## config.mk

```make
export PLATFORM = sky130hd
export DESIGN_NAME = move_ctrl_top
export DESIGN_NICKNAME = d
export VERILOG_FILES = /design/src/verilog/chess_pkg.sv /design/src/verilog/bus_pkg.sv /design/src/verilog/req_queue.sv /design/src/verilog/axi_wr_front.sv /design/src/verilog/axi_rd_front.sv /design/src/verilog/reg_arbiter.sv /design/src/verilog/ctrl_reg_bank.sv /design/src/verilog/move_ctrl_top.sv
export VERILOG_INCLUDE_DIRS = /design/src /design/src/include
export SDC_FILE = /design/constraint.sdc
export NUM_CORES = 1
export LEC_CHECK = 0
export BUFFER_PORTS_ARGS = -buffer_cell sky130_fd_sc_hd__buf_4
export CAP_MARGIN = 20
export CORE_MARGIN = 10
export CORE_UTILIZATION = 35
export DETAILED_ROUTE_END_ITERATION = 7
export SETUP_SLACK_MARGIN = 0.5
export SLEW_MARGIN = 20
export SYNTH_ARGS = -nofsm -noshare
export SYNTH_HDL_FRONTEND = slang
export SYNTH_SLANG_ARGS = --single-unit
```

## constraint.sdc

```tcl
create_clock -name clk -period 4.2 [get_ports clk]
set_clock_uncertainty 0.2 [all_clocks]
set_input_delay 0.42 -clock clk [delete_from_list [all_inputs] [get_ports clk]]
set_output_delay 0.42 -clock clk [all_outputs]
set_load 0.01 [all_outputs]
```

## src/include/move_ctrl_defines.svh

```systemverilog
`ifndef MOVE_CTRL_DEFINES_SVH
`define MOVE_CTRL_DEFINES_SVH

`define SIDE_WIDTH          32   // 8 squares of 4 bits
`define BOARD_WIDTH         (8 * `SIDE_WIDTH)
`define MAX_POSITIONS_LOG2  7
`define HALF_MOVE_WIDTH     8

`define AXI_ADDR_WIDTH      40   // Byte address on the AXI4-Lite port
`define REG_ADDR_WIDTH      10   // Byte address bits 11:2

`define ADDR_CONTROL        0
`define ADDR_MOVE_INDEX     1
`define ADDR_POSITION       2
`define ADDR_HALF_MOVE      3
`define ADDR_BOARD_BASE     8    // Ranks 0 to 7 at words 8 to 15
`define ADDR_STATUS         32
`define ADDR_MOVE_COUNT     33

`define QUEUE_DEPTH         2

`endif

```

## src/verilog/chess_pkg.sv

```systemverilog
`default_nettype none

`include "move_ctrl_defines.svh"

package chess_pkg;

   // One rank of the board, 4 bits per square
   typedef logic [`SIDE_WIDTH-1:0] rank_t;

   // Rank 0 in the low word
   typedef rank_t [7:0] board_t;

   typedef logic [3:0] castle_mask_t;

   typedef logic [3:0] ep_col_t;

   typedef logic [`MAX_POSITIONS_LOG2-1:0] move_index_t;   // Index and count

   typedef logic [`HALF_MOVE_WIDTH-1:0] half_move_t;

endpackage

`default_nettype wire

```

## src/verilog/bus_pkg.sv

```systemverilog
`default_nettype none

`include "move_ctrl_defines.svh"

package bus_pkg;

   // Word address into the register bank
   typedef logic [`REG_ADDR_WIDTH-1:0] reg_addr_t;

   typedef struct packed {
      reg_addr_t   addr;
      logic [31:0] data;
   } wr_req_t;

   typedef struct packed {
      reg_addr_t addr;
   } rd_req_t;

endpackage

`default_nettype wire

```

## src/verilog/req_queue.sv

```systemverilog
`default_nettype none

module req_queue #(
   parameter type payload_t = logic [31:0],
   parameter int  depth     = 2
) (
   input  wire logic clk,
   input  wire logic rst_n,
   input  wire logic push,
   input  payload_t  push_data,
   output logic      full,
   input  wire logic pop,
   output payload_t  head,
   output logic      not_empty
);

   localparam int ptr_w = (depth > 1) ? $clog2(depth) : 1;
   localparam int cnt_w = $clog2(depth + 1);

   payload_t         mem [depth];
   logic [ptr_w-1:0] wr_ptr;
   logic [ptr_w-1:0] rd_ptr;
   logic [cnt_w-1:0] count;
   logic             do_push;
   logic             do_pop;

   assign full      = (count == cnt_w'(depth));
   assign not_empty = (count != '0);
   assign do_push   = push && !full;
   assign do_pop    = pop && not_empty;
   assign head      = mem[rd_ptr];

   always_ff @(posedge clk or negedge rst_n)
   begin
      if (!rst_n)
      begin
         wr_ptr <= '0;
         rd_ptr <= '0;
         count  <= '0;
      end
      else
      begin
         if (do_push)
            wr_ptr <= (wr_ptr == ptr_w'(depth - 1)) ? '0 : wr_ptr + 1'b1;
         if (do_pop)
            rd_ptr <= (rd_ptr == ptr_w'(depth - 1)) ? '0 : rd_ptr + 1'b1;
         case ({do_push, do_pop})
            2'b10:   count <= count + 1'b1;
            2'b01:   count <= count - 1'b1;
            default: count <= count;   // Both or neither
         endcase
      end
   end

   always_ff @(posedge clk)
   begin
      if (do_push)
         mem[wr_ptr] <= push_data;
   end

endmodule

`default_nettype wire

```

## src/verilog/axi_wr_front.sv

```systemverilog
`default_nettype none

`include "move_ctrl_defines.svh"

module axi_wr_front
   import bus_pkg::*;
(
   input  wire logic                       clk,
   input  wire logic                       rst_n,
   input  wire logic [`AXI_ADDR_WIDTH-1:0] axi_awaddr,
   input  wire logic                       axi_awvalid,
   output logic                            axi_awready,
   input  wire logic [31:0]                axi_wdata,
   input  wire logic                       axi_wvalid,
   output logic                            axi_wready,
   output logic                            axi_bvalid,
   input  wire logic                       axi_bready,
   output logic [1:0]                      axi_bresp,
   output logic                            wr_req,
   output wr_req_t                         wr_head,
   input  wire logic                       wr_grant
);

   logic        aw_held;
   logic        w_held;
   reg_addr_t   aw_addr;
   logic [31:0] w_data;
   logic        q_full;
   logic        q_not_empty;
   logic        join_push;
   wr_req_t     join_req;

   assign axi_awready = !aw_held;
   assign axi_wready  = !w_held;
   assign axi_bresp   = 2'b00;   // Always OKAY
   assign join_push   = aw_held && w_held && !q_full;
   assign join_req    = '{addr: aw_addr, data: w_data};
   assign wr_req      = q_not_empty && !axi_bvalid;   // One B outstanding at a time

   always_ff @(posedge clk or negedge rst_n)
   begin
      if (!rst_n)
      begin
         aw_held    <= 1'b0;
         w_held     <= 1'b0;
         axi_bvalid <= 1'b0;
      end
      else
      begin
         if (join_push)
            aw_held <= 1'b0;
         else if (axi_awvalid && axi_awready)
            aw_held <= 1'b1;
         if (join_push)
            w_held <= 1'b0;
         else if (axi_wvalid && axi_wready)
            w_held <= 1'b1;
         if (wr_grant)
            axi_bvalid <= 1'b1;
         else if (axi_bready)
            axi_bvalid <= 1'b0;
      end
   end

   always_ff @(posedge clk)
   begin
      if (axi_awvalid && axi_awready)
         aw_addr <= axi_awaddr[`REG_ADDR_WIDTH+1:2];
      if (axi_wvalid && axi_wready)
         w_data <= axi_wdata;   // Strobes ignored
   end

   req_queue #(
      .payload_t (wr_req_t),
      .depth     (`QUEUE_DEPTH)
   ) u_queue (
      .clk       (clk),
      .rst_n     (rst_n),
      .push      (join_push),
      .push_data (join_req),
      .full      (q_full),
      .pop       (wr_grant),
      .head      (wr_head),
      .not_empty (q_not_empty)
   );

endmodule

`default_nettype wire

```

## src/verilog/axi_rd_front.sv

```systemverilog
`default_nettype none

`include "move_ctrl_defines.svh"

module axi_rd_front
   import bus_pkg::*;
(
   input  wire logic                       clk,
   input  wire logic                       rst_n,
   input  wire logic [`AXI_ADDR_WIDTH-1:0] axi_araddr,
   input  wire logic                       axi_arvalid,
   output logic                            axi_arready,
   output logic [31:0]                     axi_rdata,
   output logic                            axi_rvalid,
   input  wire logic                       axi_rready,
   output logic [1:0]                      axi_rresp,
   output logic                            rd_req,
   output rd_req_t                         rd_head,
   input  wire logic                       rd_grant,
   input  wire logic [31:0]                rd_data
);

   logic    q_full;
   logic    q_not_empty;
   logic    ar_push;
   rd_req_t ar_req;

   assign axi_arready = !q_full;
   assign axi_rresp   = 2'b00;
   assign ar_push     = axi_arvalid && axi_arready;
   assign ar_req      = '{addr: axi_araddr[`REG_ADDR_WIDTH+1:2]};
   assign rd_req      = q_not_empty && !axi_rvalid;   // Response slot must be free

   always_ff @(posedge clk or negedge rst_n)
   begin
      if (!rst_n)
         axi_rvalid <= 1'b0;
      else if (rd_grant)
         axi_rvalid <= 1'b1;
      else if (axi_rready)
         axi_rvalid <= 1'b0;
   end

   always_ff @(posedge clk)
   begin
      if (rd_grant)
         axi_rdata <= rd_data;   // Bank data seen at grant
   end

   req_queue #(
      .payload_t (rd_req_t),
      .depth     (`QUEUE_DEPTH)
   ) u_queue (
      .clk       (clk),
      .rst_n     (rst_n),
      .push      (ar_push),
      .push_data (ar_req),
      .full      (q_full),
      .pop       (rd_grant),
      .head      (rd_head),
      .not_empty (q_not_empty)
   );

endmodule

`default_nettype wire

```

## src/verilog/reg_arbiter.sv

```systemverilog
`default_nettype none

module reg_arbiter
   import bus_pkg::*;
(
   input  wire logic clk,
   input  wire logic rst_n,
   input  wire logic wr_req,
   input  wr_req_t   wr_head,
   output logic      wr_grant,
   input  wire logic rd_req,
   input  rd_req_t   rd_head,
   output logic      rd_grant,
   output logic      bank_en,
   output logic      bank_we,
   output reg_addr_t bank_addr,
   output logic [31:0] bank_wdata
);

   logic last_wr;   // Write front won the last grant

   // On a tie the front not served last goes first
   assign wr_grant = wr_req && (!rd_req || !last_wr);
   assign rd_grant = rd_req && !wr_grant;

   assign bank_en    = wr_grant || rd_grant;
   assign bank_we    = wr_grant;
   assign bank_addr  = wr_grant ? wr_head.addr : rd_head.addr;
   assign bank_wdata = wr_head.data;

   always_ff @(posedge clk or negedge rst_n)
   begin
      if (!rst_n)
         last_wr <= 1'b0;
      else if (wr_grant)
         last_wr <= 1'b1;
      else if (rd_grant)
         last_wr <= 1'b0;
   end

endmodule

`default_nettype wire

```

## src/verilog/ctrl_reg_bank.sv

```systemverilog
`default_nettype none

`include "move_ctrl_defines.svh"

module ctrl_reg_bank
   import chess_pkg::*;
   import bus_pkg::*;
(
   input  wire logic        clk,
   input  wire logic        rst_n,
   input  wire logic        bank_en,
   input  wire logic        bank_we,
   input  reg_addr_t        bank_addr,
   input  wire logic [31:0] bank_wdata,
   output logic [31:0]      bank_rdata,
   output logic             new_board_valid,
   output logic             clear_moves,
   output move_index_t      move_index,
   output logic             white_to_move,
   output castle_mask_t     castle_mask,
   output ep_col_t          en_passant_col,
   output half_move_t       half_move,
   output board_t           new_board,
   input  wire logic        gen_idle,
   input  wire logic        moves_ready,
   input  wire logic        move_ready,
   input  move_index_t      move_count
);

   logic [2:0] rank_sel;

   assign rank_sel = bank_addr[2:0];   // Board base is 8-word aligned

   always_ff @(posedge clk or negedge rst_n)
   begin
      if (!rst_n)
      begin
         new_board_valid <= 1'b0;
         clear_moves     <= 1'b0;
         move_index      <= '0;
         white_to_move   <= 1'b0;
         castle_mask     <= '0;
         en_passant_col  <= '0;
         half_move       <= '0;
         new_board       <= '0;
      end
      else if (bank_en && bank_we)
      begin
         case (bank_addr) inside
            `ADDR_CONTROL:
            begin
               new_board_valid <= bank_wdata[0];
               clear_moves     <= bank_wdata[1];
            end
            `ADDR_MOVE_INDEX:
               move_index <= bank_wdata[`MAX_POSITIONS_LOG2-1:0];
            `ADDR_POSITION:
            begin
               white_to_move  <= bank_wdata[8];
               castle_mask    <= bank_wdata[7:4];
               en_passant_col <= bank_wdata[3:0];
            end
            `ADDR_HALF_MOVE:
               half_move <= bank_wdata[`HALF_MOVE_WIDTH-1:0];
            [`ADDR_BOARD_BASE : `ADDR_BOARD_BASE + 7]:
               new_board[rank_sel] <= bank_wdata[`SIDE_WIDTH-1:0];
            default:
            begin
               // Status words and holes are not writable
            end
         endcase
      end
   end

   always_comb
   begin
      bank_rdata = '0;
      case (bank_addr) inside
         `ADDR_CONTROL:
            bank_rdata[1:0] = {clear_moves, new_board_valid};
         `ADDR_MOVE_INDEX:
            bank_rdata[`MAX_POSITIONS_LOG2-1:0] = move_index;
         `ADDR_POSITION:
            bank_rdata[8:0] = {white_to_move, castle_mask, en_passant_col};
         `ADDR_HALF_MOVE:
            bank_rdata[`HALF_MOVE_WIDTH-1:0] = half_move;
         [`ADDR_BOARD_BASE : `ADDR_BOARD_BASE + 7]:
            bank_rdata[`SIDE_WIDTH-1:0] = new_board[rank_sel];
         `ADDR_STATUS:
            bank_rdata[2:0] = {move_ready, moves_ready, gen_idle};
         `ADDR_MOVE_COUNT:
            bank_rdata[`MAX_POSITIONS_LOG2-1:0] = move_count;
         default:
            bank_rdata = '0;   // Unmapped
      endcase
   end

endmodule

`default_nettype wire

```

## src/verilog/move_ctrl_top.sv

```systemverilog
`default_nettype none

`include "move_ctrl_defines.svh"

module move_ctrl_top
   import chess_pkg::*;
   import bus_pkg::*;
(
   input  wire logic                       clk,
   input  wire logic                       rst_n,
   input  wire logic [`AXI_ADDR_WIDTH-1:0] axi_awaddr,
   input  wire logic                       axi_awvalid,
   output logic                            axi_awready,
   input  wire logic [31:0]                axi_wdata,
   input  wire logic                       axi_wvalid,
   output logic                            axi_wready,
   output logic                            axi_bvalid,
   input  wire logic                       axi_bready,
   output logic [1:0]                      axi_bresp,
   input  wire logic [`AXI_ADDR_WIDTH-1:0] axi_araddr,
   input  wire logic                       axi_arvalid,
   output logic                            axi_arready,
   output logic [31:0]                     axi_rdata,
   output logic                            axi_rvalid,
   input  wire logic                       axi_rready,
   output logic [1:0]                      axi_rresp,
   output logic                            new_board_valid,
   output logic                            clear_moves,
   output move_index_t                     move_index,
   output logic                            white_to_move,
   output castle_mask_t                    castle_mask,
   output ep_col_t                         en_passant_col,
   output half_move_t                      half_move,
   output board_t                          new_board,
   input  wire logic                       gen_idle,
   input  wire logic                       moves_ready,
   input  wire logic                       move_ready,
   input  move_index_t                     move_count
);

   logic        wr_req;
   wr_req_t     wr_head;
   logic        wr_grant;
   logic        rd_req;
   rd_req_t     rd_head;
   logic        rd_grant;
   logic        bank_en;
   logic        bank_we;
   reg_addr_t   bank_addr;
   logic [31:0] bank_wdata;
   logic [31:0] bank_rdata;

   axi_wr_front u_wr_front (
      .clk         (clk),
      .rst_n       (rst_n),
      .axi_awaddr  (axi_awaddr),
      .axi_awvalid (axi_awvalid),
      .axi_awready (axi_awready),
      .axi_wdata   (axi_wdata),
      .axi_wvalid  (axi_wvalid),
      .axi_wready  (axi_wready),
      .axi_bvalid  (axi_bvalid),
      .axi_bready  (axi_bready),
      .axi_bresp   (axi_bresp),
      .wr_req      (wr_req),
      .wr_head     (wr_head),
      .wr_grant    (wr_grant)
   );

   axi_rd_front u_rd_front (
      .clk         (clk),
      .rst_n       (rst_n),
      .axi_araddr  (axi_araddr),
      .axi_arvalid (axi_arvalid),
      .axi_arready (axi_arready),
      .axi_rdata   (axi_rdata),
      .axi_rvalid  (axi_rvalid),
      .axi_rready  (axi_rready),
      .axi_rresp   (axi_rresp),
      .rd_req      (rd_req),
      .rd_head     (rd_head),
      .rd_grant    (rd_grant),
      .rd_data     (bank_rdata)
   );

   reg_arbiter u_arbiter (
      .clk        (clk),
      .rst_n      (rst_n),
      .wr_req     (wr_req),
      .wr_head    (wr_head),
      .wr_grant   (wr_grant),
      .rd_req     (rd_req),
      .rd_head    (rd_head),
      .rd_grant   (rd_grant),
      .bank_en    (bank_en),
      .bank_we    (bank_we),
      .bank_addr  (bank_addr),
      .bank_wdata (bank_wdata)
   );

   ctrl_reg_bank u_bank (
      .clk             (clk),
      .rst_n           (rst_n),
      .bank_en         (bank_en),
      .bank_we         (bank_we),
      .bank_addr       (bank_addr),
      .bank_wdata      (bank_wdata),
      .bank_rdata      (bank_rdata),
      .new_board_valid (new_board_valid),
      .clear_moves     (clear_moves),
      .move_index      (move_index),
      .white_to_move   (white_to_move),
      .castle_mask     (castle_mask),
      .en_passant_col  (en_passant_col),
      .half_move       (half_move),
      .new_board       (new_board),
      .gen_idle        (gen_idle),
      .moves_ready     (moves_ready),
      .move_ready      (move_ready),
      .move_count      (move_count)
   );

endmodule

`default_nettype wire

```

==> results.sh <==
export IMPL_peakVddDrop_uv=417.5
export IMPL_crit_path_end_kind="flip-flop"
export IMPL_synth_area_leader_cell="dfrtp_1"
export IMPL_fillers=5143
export IMPL_final_hold_viol_count=0
export IMPL_die_x_um=255.3
export IMPL_register_area_um2=12730
export IMPL_clock_sinks=473
export IMPL_die_y_um=255.3
export IMPL_synth_compound_area_frac=0.1031
export IMPL_pwr_density_cell_nw_per_um2=666.6
export IMPL_synthDistinctLibCells=56
export IMPL_vias=15513
export IMPL_cts_buffers=51
export IMPL_grt_first_pass_wirelength_mm=100.1
export IMPL_status="finished clean"
export IMPL_io_buffers=387
export IMPL_root_buffer="clkbuf_16"
export IMPL_worstSetupPathType="flip-flop to flip-flop"
export IMPL_cp_start_kind="flip-flop"
export IMPL_rr_worst_depth=9
export IMPL_drv_slew=0
export IMPL_syn_area_um2=19370
export IMPL_synth_mux_area_fraction=0.03120
export IMPL_whs_path_depth=5
export IMPL_fin_ws_ns=0.5968
export IMPL_synth_ff_type="dfrtp_1"
export IMPL_drc=0
export IMPL_synth_area_leaders="dfrtp_1 (38%), edfxtp_1 (28%), nand2_1 (9.4%)"
export IMPL_antenna_found_initial=0
export IMPL_synth_top_area_frac=0.3811
export IMPL_final_cells=3050
export IMPL_die_area_um2=65160
export IMPL_cts_max_level=2
export IMPL_cts_resized=0
export IMPL_place_congestion=0.9197
export IMPL_worstMarginPinSlew_ns=1.109
export IMPL_r2r_slack_ns=0.60
export IMPL_core_region_area_um2=54990
export IMPL_seq_area_frac_synth=0.6570
export IMPL_via_per_inst=5.086
export IMPL_synthSimpleGateAreaFrac=0.1699
export IMPL_final_common_cell="nand2_1"
export IMPL_layout_common_cells="nand2_1 (487), buf_4 (419), dfrtp_1 (294)"
export IMPL_crit_required_ns=4.40
export IMPL_dp_hpwl_mm=47.45
export IMPL_cp_arrival_ns=3.80
export IMPL_dp_cells=2891
export IMPL_finalPower_mw=16.96
export IMPL_grt_ovfl_total=0
export IMPL_dr_pass1_iters=5
export IMPL_async_flop_share=0.6237
export IMPL_synth_fa_ha_area_frac=0.001292
export IMPL_max_freq_mhz=277.5
export IMPL_place_ws_ns=0.6260
export IMPL_min_path_type="input pin to flip-flop"
export IMPL_clock_path_buffers=3
export IMPL_multi_input_area_um2=6096
export IMPL_grt_pass1_vias=15482
export IMPL_final_setup_tns_ns=0
export IMPL_track_usage=0.2060
export IMPL_rsz0062_at_grt="no"
export IMPL_fin_crit_ns=3.603
export IMPL_path_clk_slew_ns=0.06
export IMPL_ys_seq_elements=473
export IMPL_crit_fanout=17
export IMPL_slew_headroom=0.2462
export IMPL_synth_xor_xnor_area_share=0.004521
export IMPL_post_route_period_util=0.8579
export IMPL_drt_iter0_markers=1092
export IMPL_n_antenna_cell=0
export IMPL_power_leakage_nw=11.16
export IMPL_finalSetupViolations=0
export IMPL_finalNetCount=2390
export IMPL_placementRows=86
export IMPL_cts_tree="yes"
export IMPL_synth_edff_count=178
export IMPL_drt_wirelength_per_cell_um=22.61
export IMPL_cap_violations=0
export IMPL_syn2layout_area_growth_pct=31.36
export IMPL_synth_cells=1832
export IMPL_grt_start_max_net_pins=96
export IMPL_synth_top_family_by_area="simple AND/OR/NAND/NOR gates"
export IMPL_wl_mm=68.95
export IMPL_post_cts_buffers=0
export IMPL_ios=452
export IMPL_ys_warn_count=0
export IMPL_ant_nets=0
export IMPL_layout_drive_gt1_share=0.2368
export IMPL_postSynthAreaPerCell_um2=10.57
export IMPL_worstSkewPairLatency_ns=0.59
export IMPL_start_util=0.3523
==> per-layer routing <==
metal / part of all wire / up-vias / global-route usage
li1: - / 7208 / -
met1: 0.40 / 7552 / 0.2578
met2: 0.48 / 628 / 0.3427
met3: 0.079 / 125 / 0.04335
met4: 0.037 / 0 / 0.08348
met5: 0 / - / 0
==> state kept, by name, summed over array words and instances, names as in the netlist, 2 cells and up <==
signal,flops
u_bank.castle_mask,4
u_wr_front.u_queue.count,2
u_rd_front.u_queue.mem,20
u_wr_front.u_queue.mem,84
u_bank.new_board,256
u_bank.en_passant_col,4
u_bank.half_move,8
u_wr_front.aw_addr,10
u_bank.move_index,7
u_rd_front.axi_rdata,32
u_rd_front.u_queue.count,2
u_wr_front.w_data,32
==> cell families after synthesis <==
| group | Yosys count |
|---|---|
| other | 1 |
| adder cells (fa/ha/maj) | 2 |
| multiplexers | 56 |
| AND/OR/NAND/NOR | 775 |
| buffers and inverters | 135 |
| AO/OA/AOI/OAI | 380 |
| flip-flops | 473 |
| XOR/XNOR | 10 |
==> critical path: stages, from the launching register on <==
cell and delay, ns:
dfrtp_1 0.43, o21ba_2 0.24, a21o_4 0.30, inv_2 0.33, mux2_4 0.34, o21ba_4 0.41, buf_4 0.36, and2_1 0.40
nand3_1 0.24, o311ai_1 0.14
==> worst paths after layout <==
kind,from,endpoint
min,move_count[1],u_rd_front.axi_rdata[1]
min reg2reg,u_wr_front.w_data[15],u_wr_front.u_queue.mem[0][15]
max in group asynchronous,rst_n,u_bank.new_board[246]
max,u_rd_front.u_queue.count[0],u_rd_front.axi_rdata[8]
max reg2reg,u_rd_front.u_queue.count[0],u_rd_front.axi_rdata[8]
min in group asynchronous,rst_n,u_bank.new_board[75]
==> area by class of cell <==
class	instances	share of cell area
Inverter	14	0.002065
Clock inverter	24	0.008064
Timing Repair Buffer	492	0.1565
Sequential cell	473	0.5002
Multi-Input combinational cell	1227	0.2396
Clock buffer	72	0.05689
Tap cell	748	0.03678
==> timing repair <==
action	in CTS	in global routing
endpoints found under the hold margin	163	0
endpoints found under the setup margin	0	3
hold buffers	62	0
==> power breakdown <==
group | total [mW] | internal (mW) | switching [mW]
combinational | 6.19 | 1.93 | 4.26
clock | 4.45 | 2.59 | 1.86
sequential | 6.33 | 5.78 | 0.547
==> stage by stage <==
step                area [um^2]  hold WS [ns]    util
floorplan                 19380      -0.07559       -
global placement          23150        0.2223  0.4211
detailed placement        23150        0.2298  0.4211
CTS                       25430        0.1328  0.4624
global route              25450        0.1789  0.4628
finish                    25450        0.1543  0.4628
==> synth_stat cells, drive strengths merged (5+ instances only) <==
cell / instances
a21oi: 65
a31oi: 5
buf: 80
clkbuf: 41
dfrtp: 295
edfxtp: 178
inv: 14
mux2: 9
mux2i: 47
nand2: 487
nand3: 137
nand4: 9
nor2: 117
nor3: 7
nor4: 5
o21ai: 287
xnor2: 8
No activity file was read; power rests on OpenSTA's default activity.
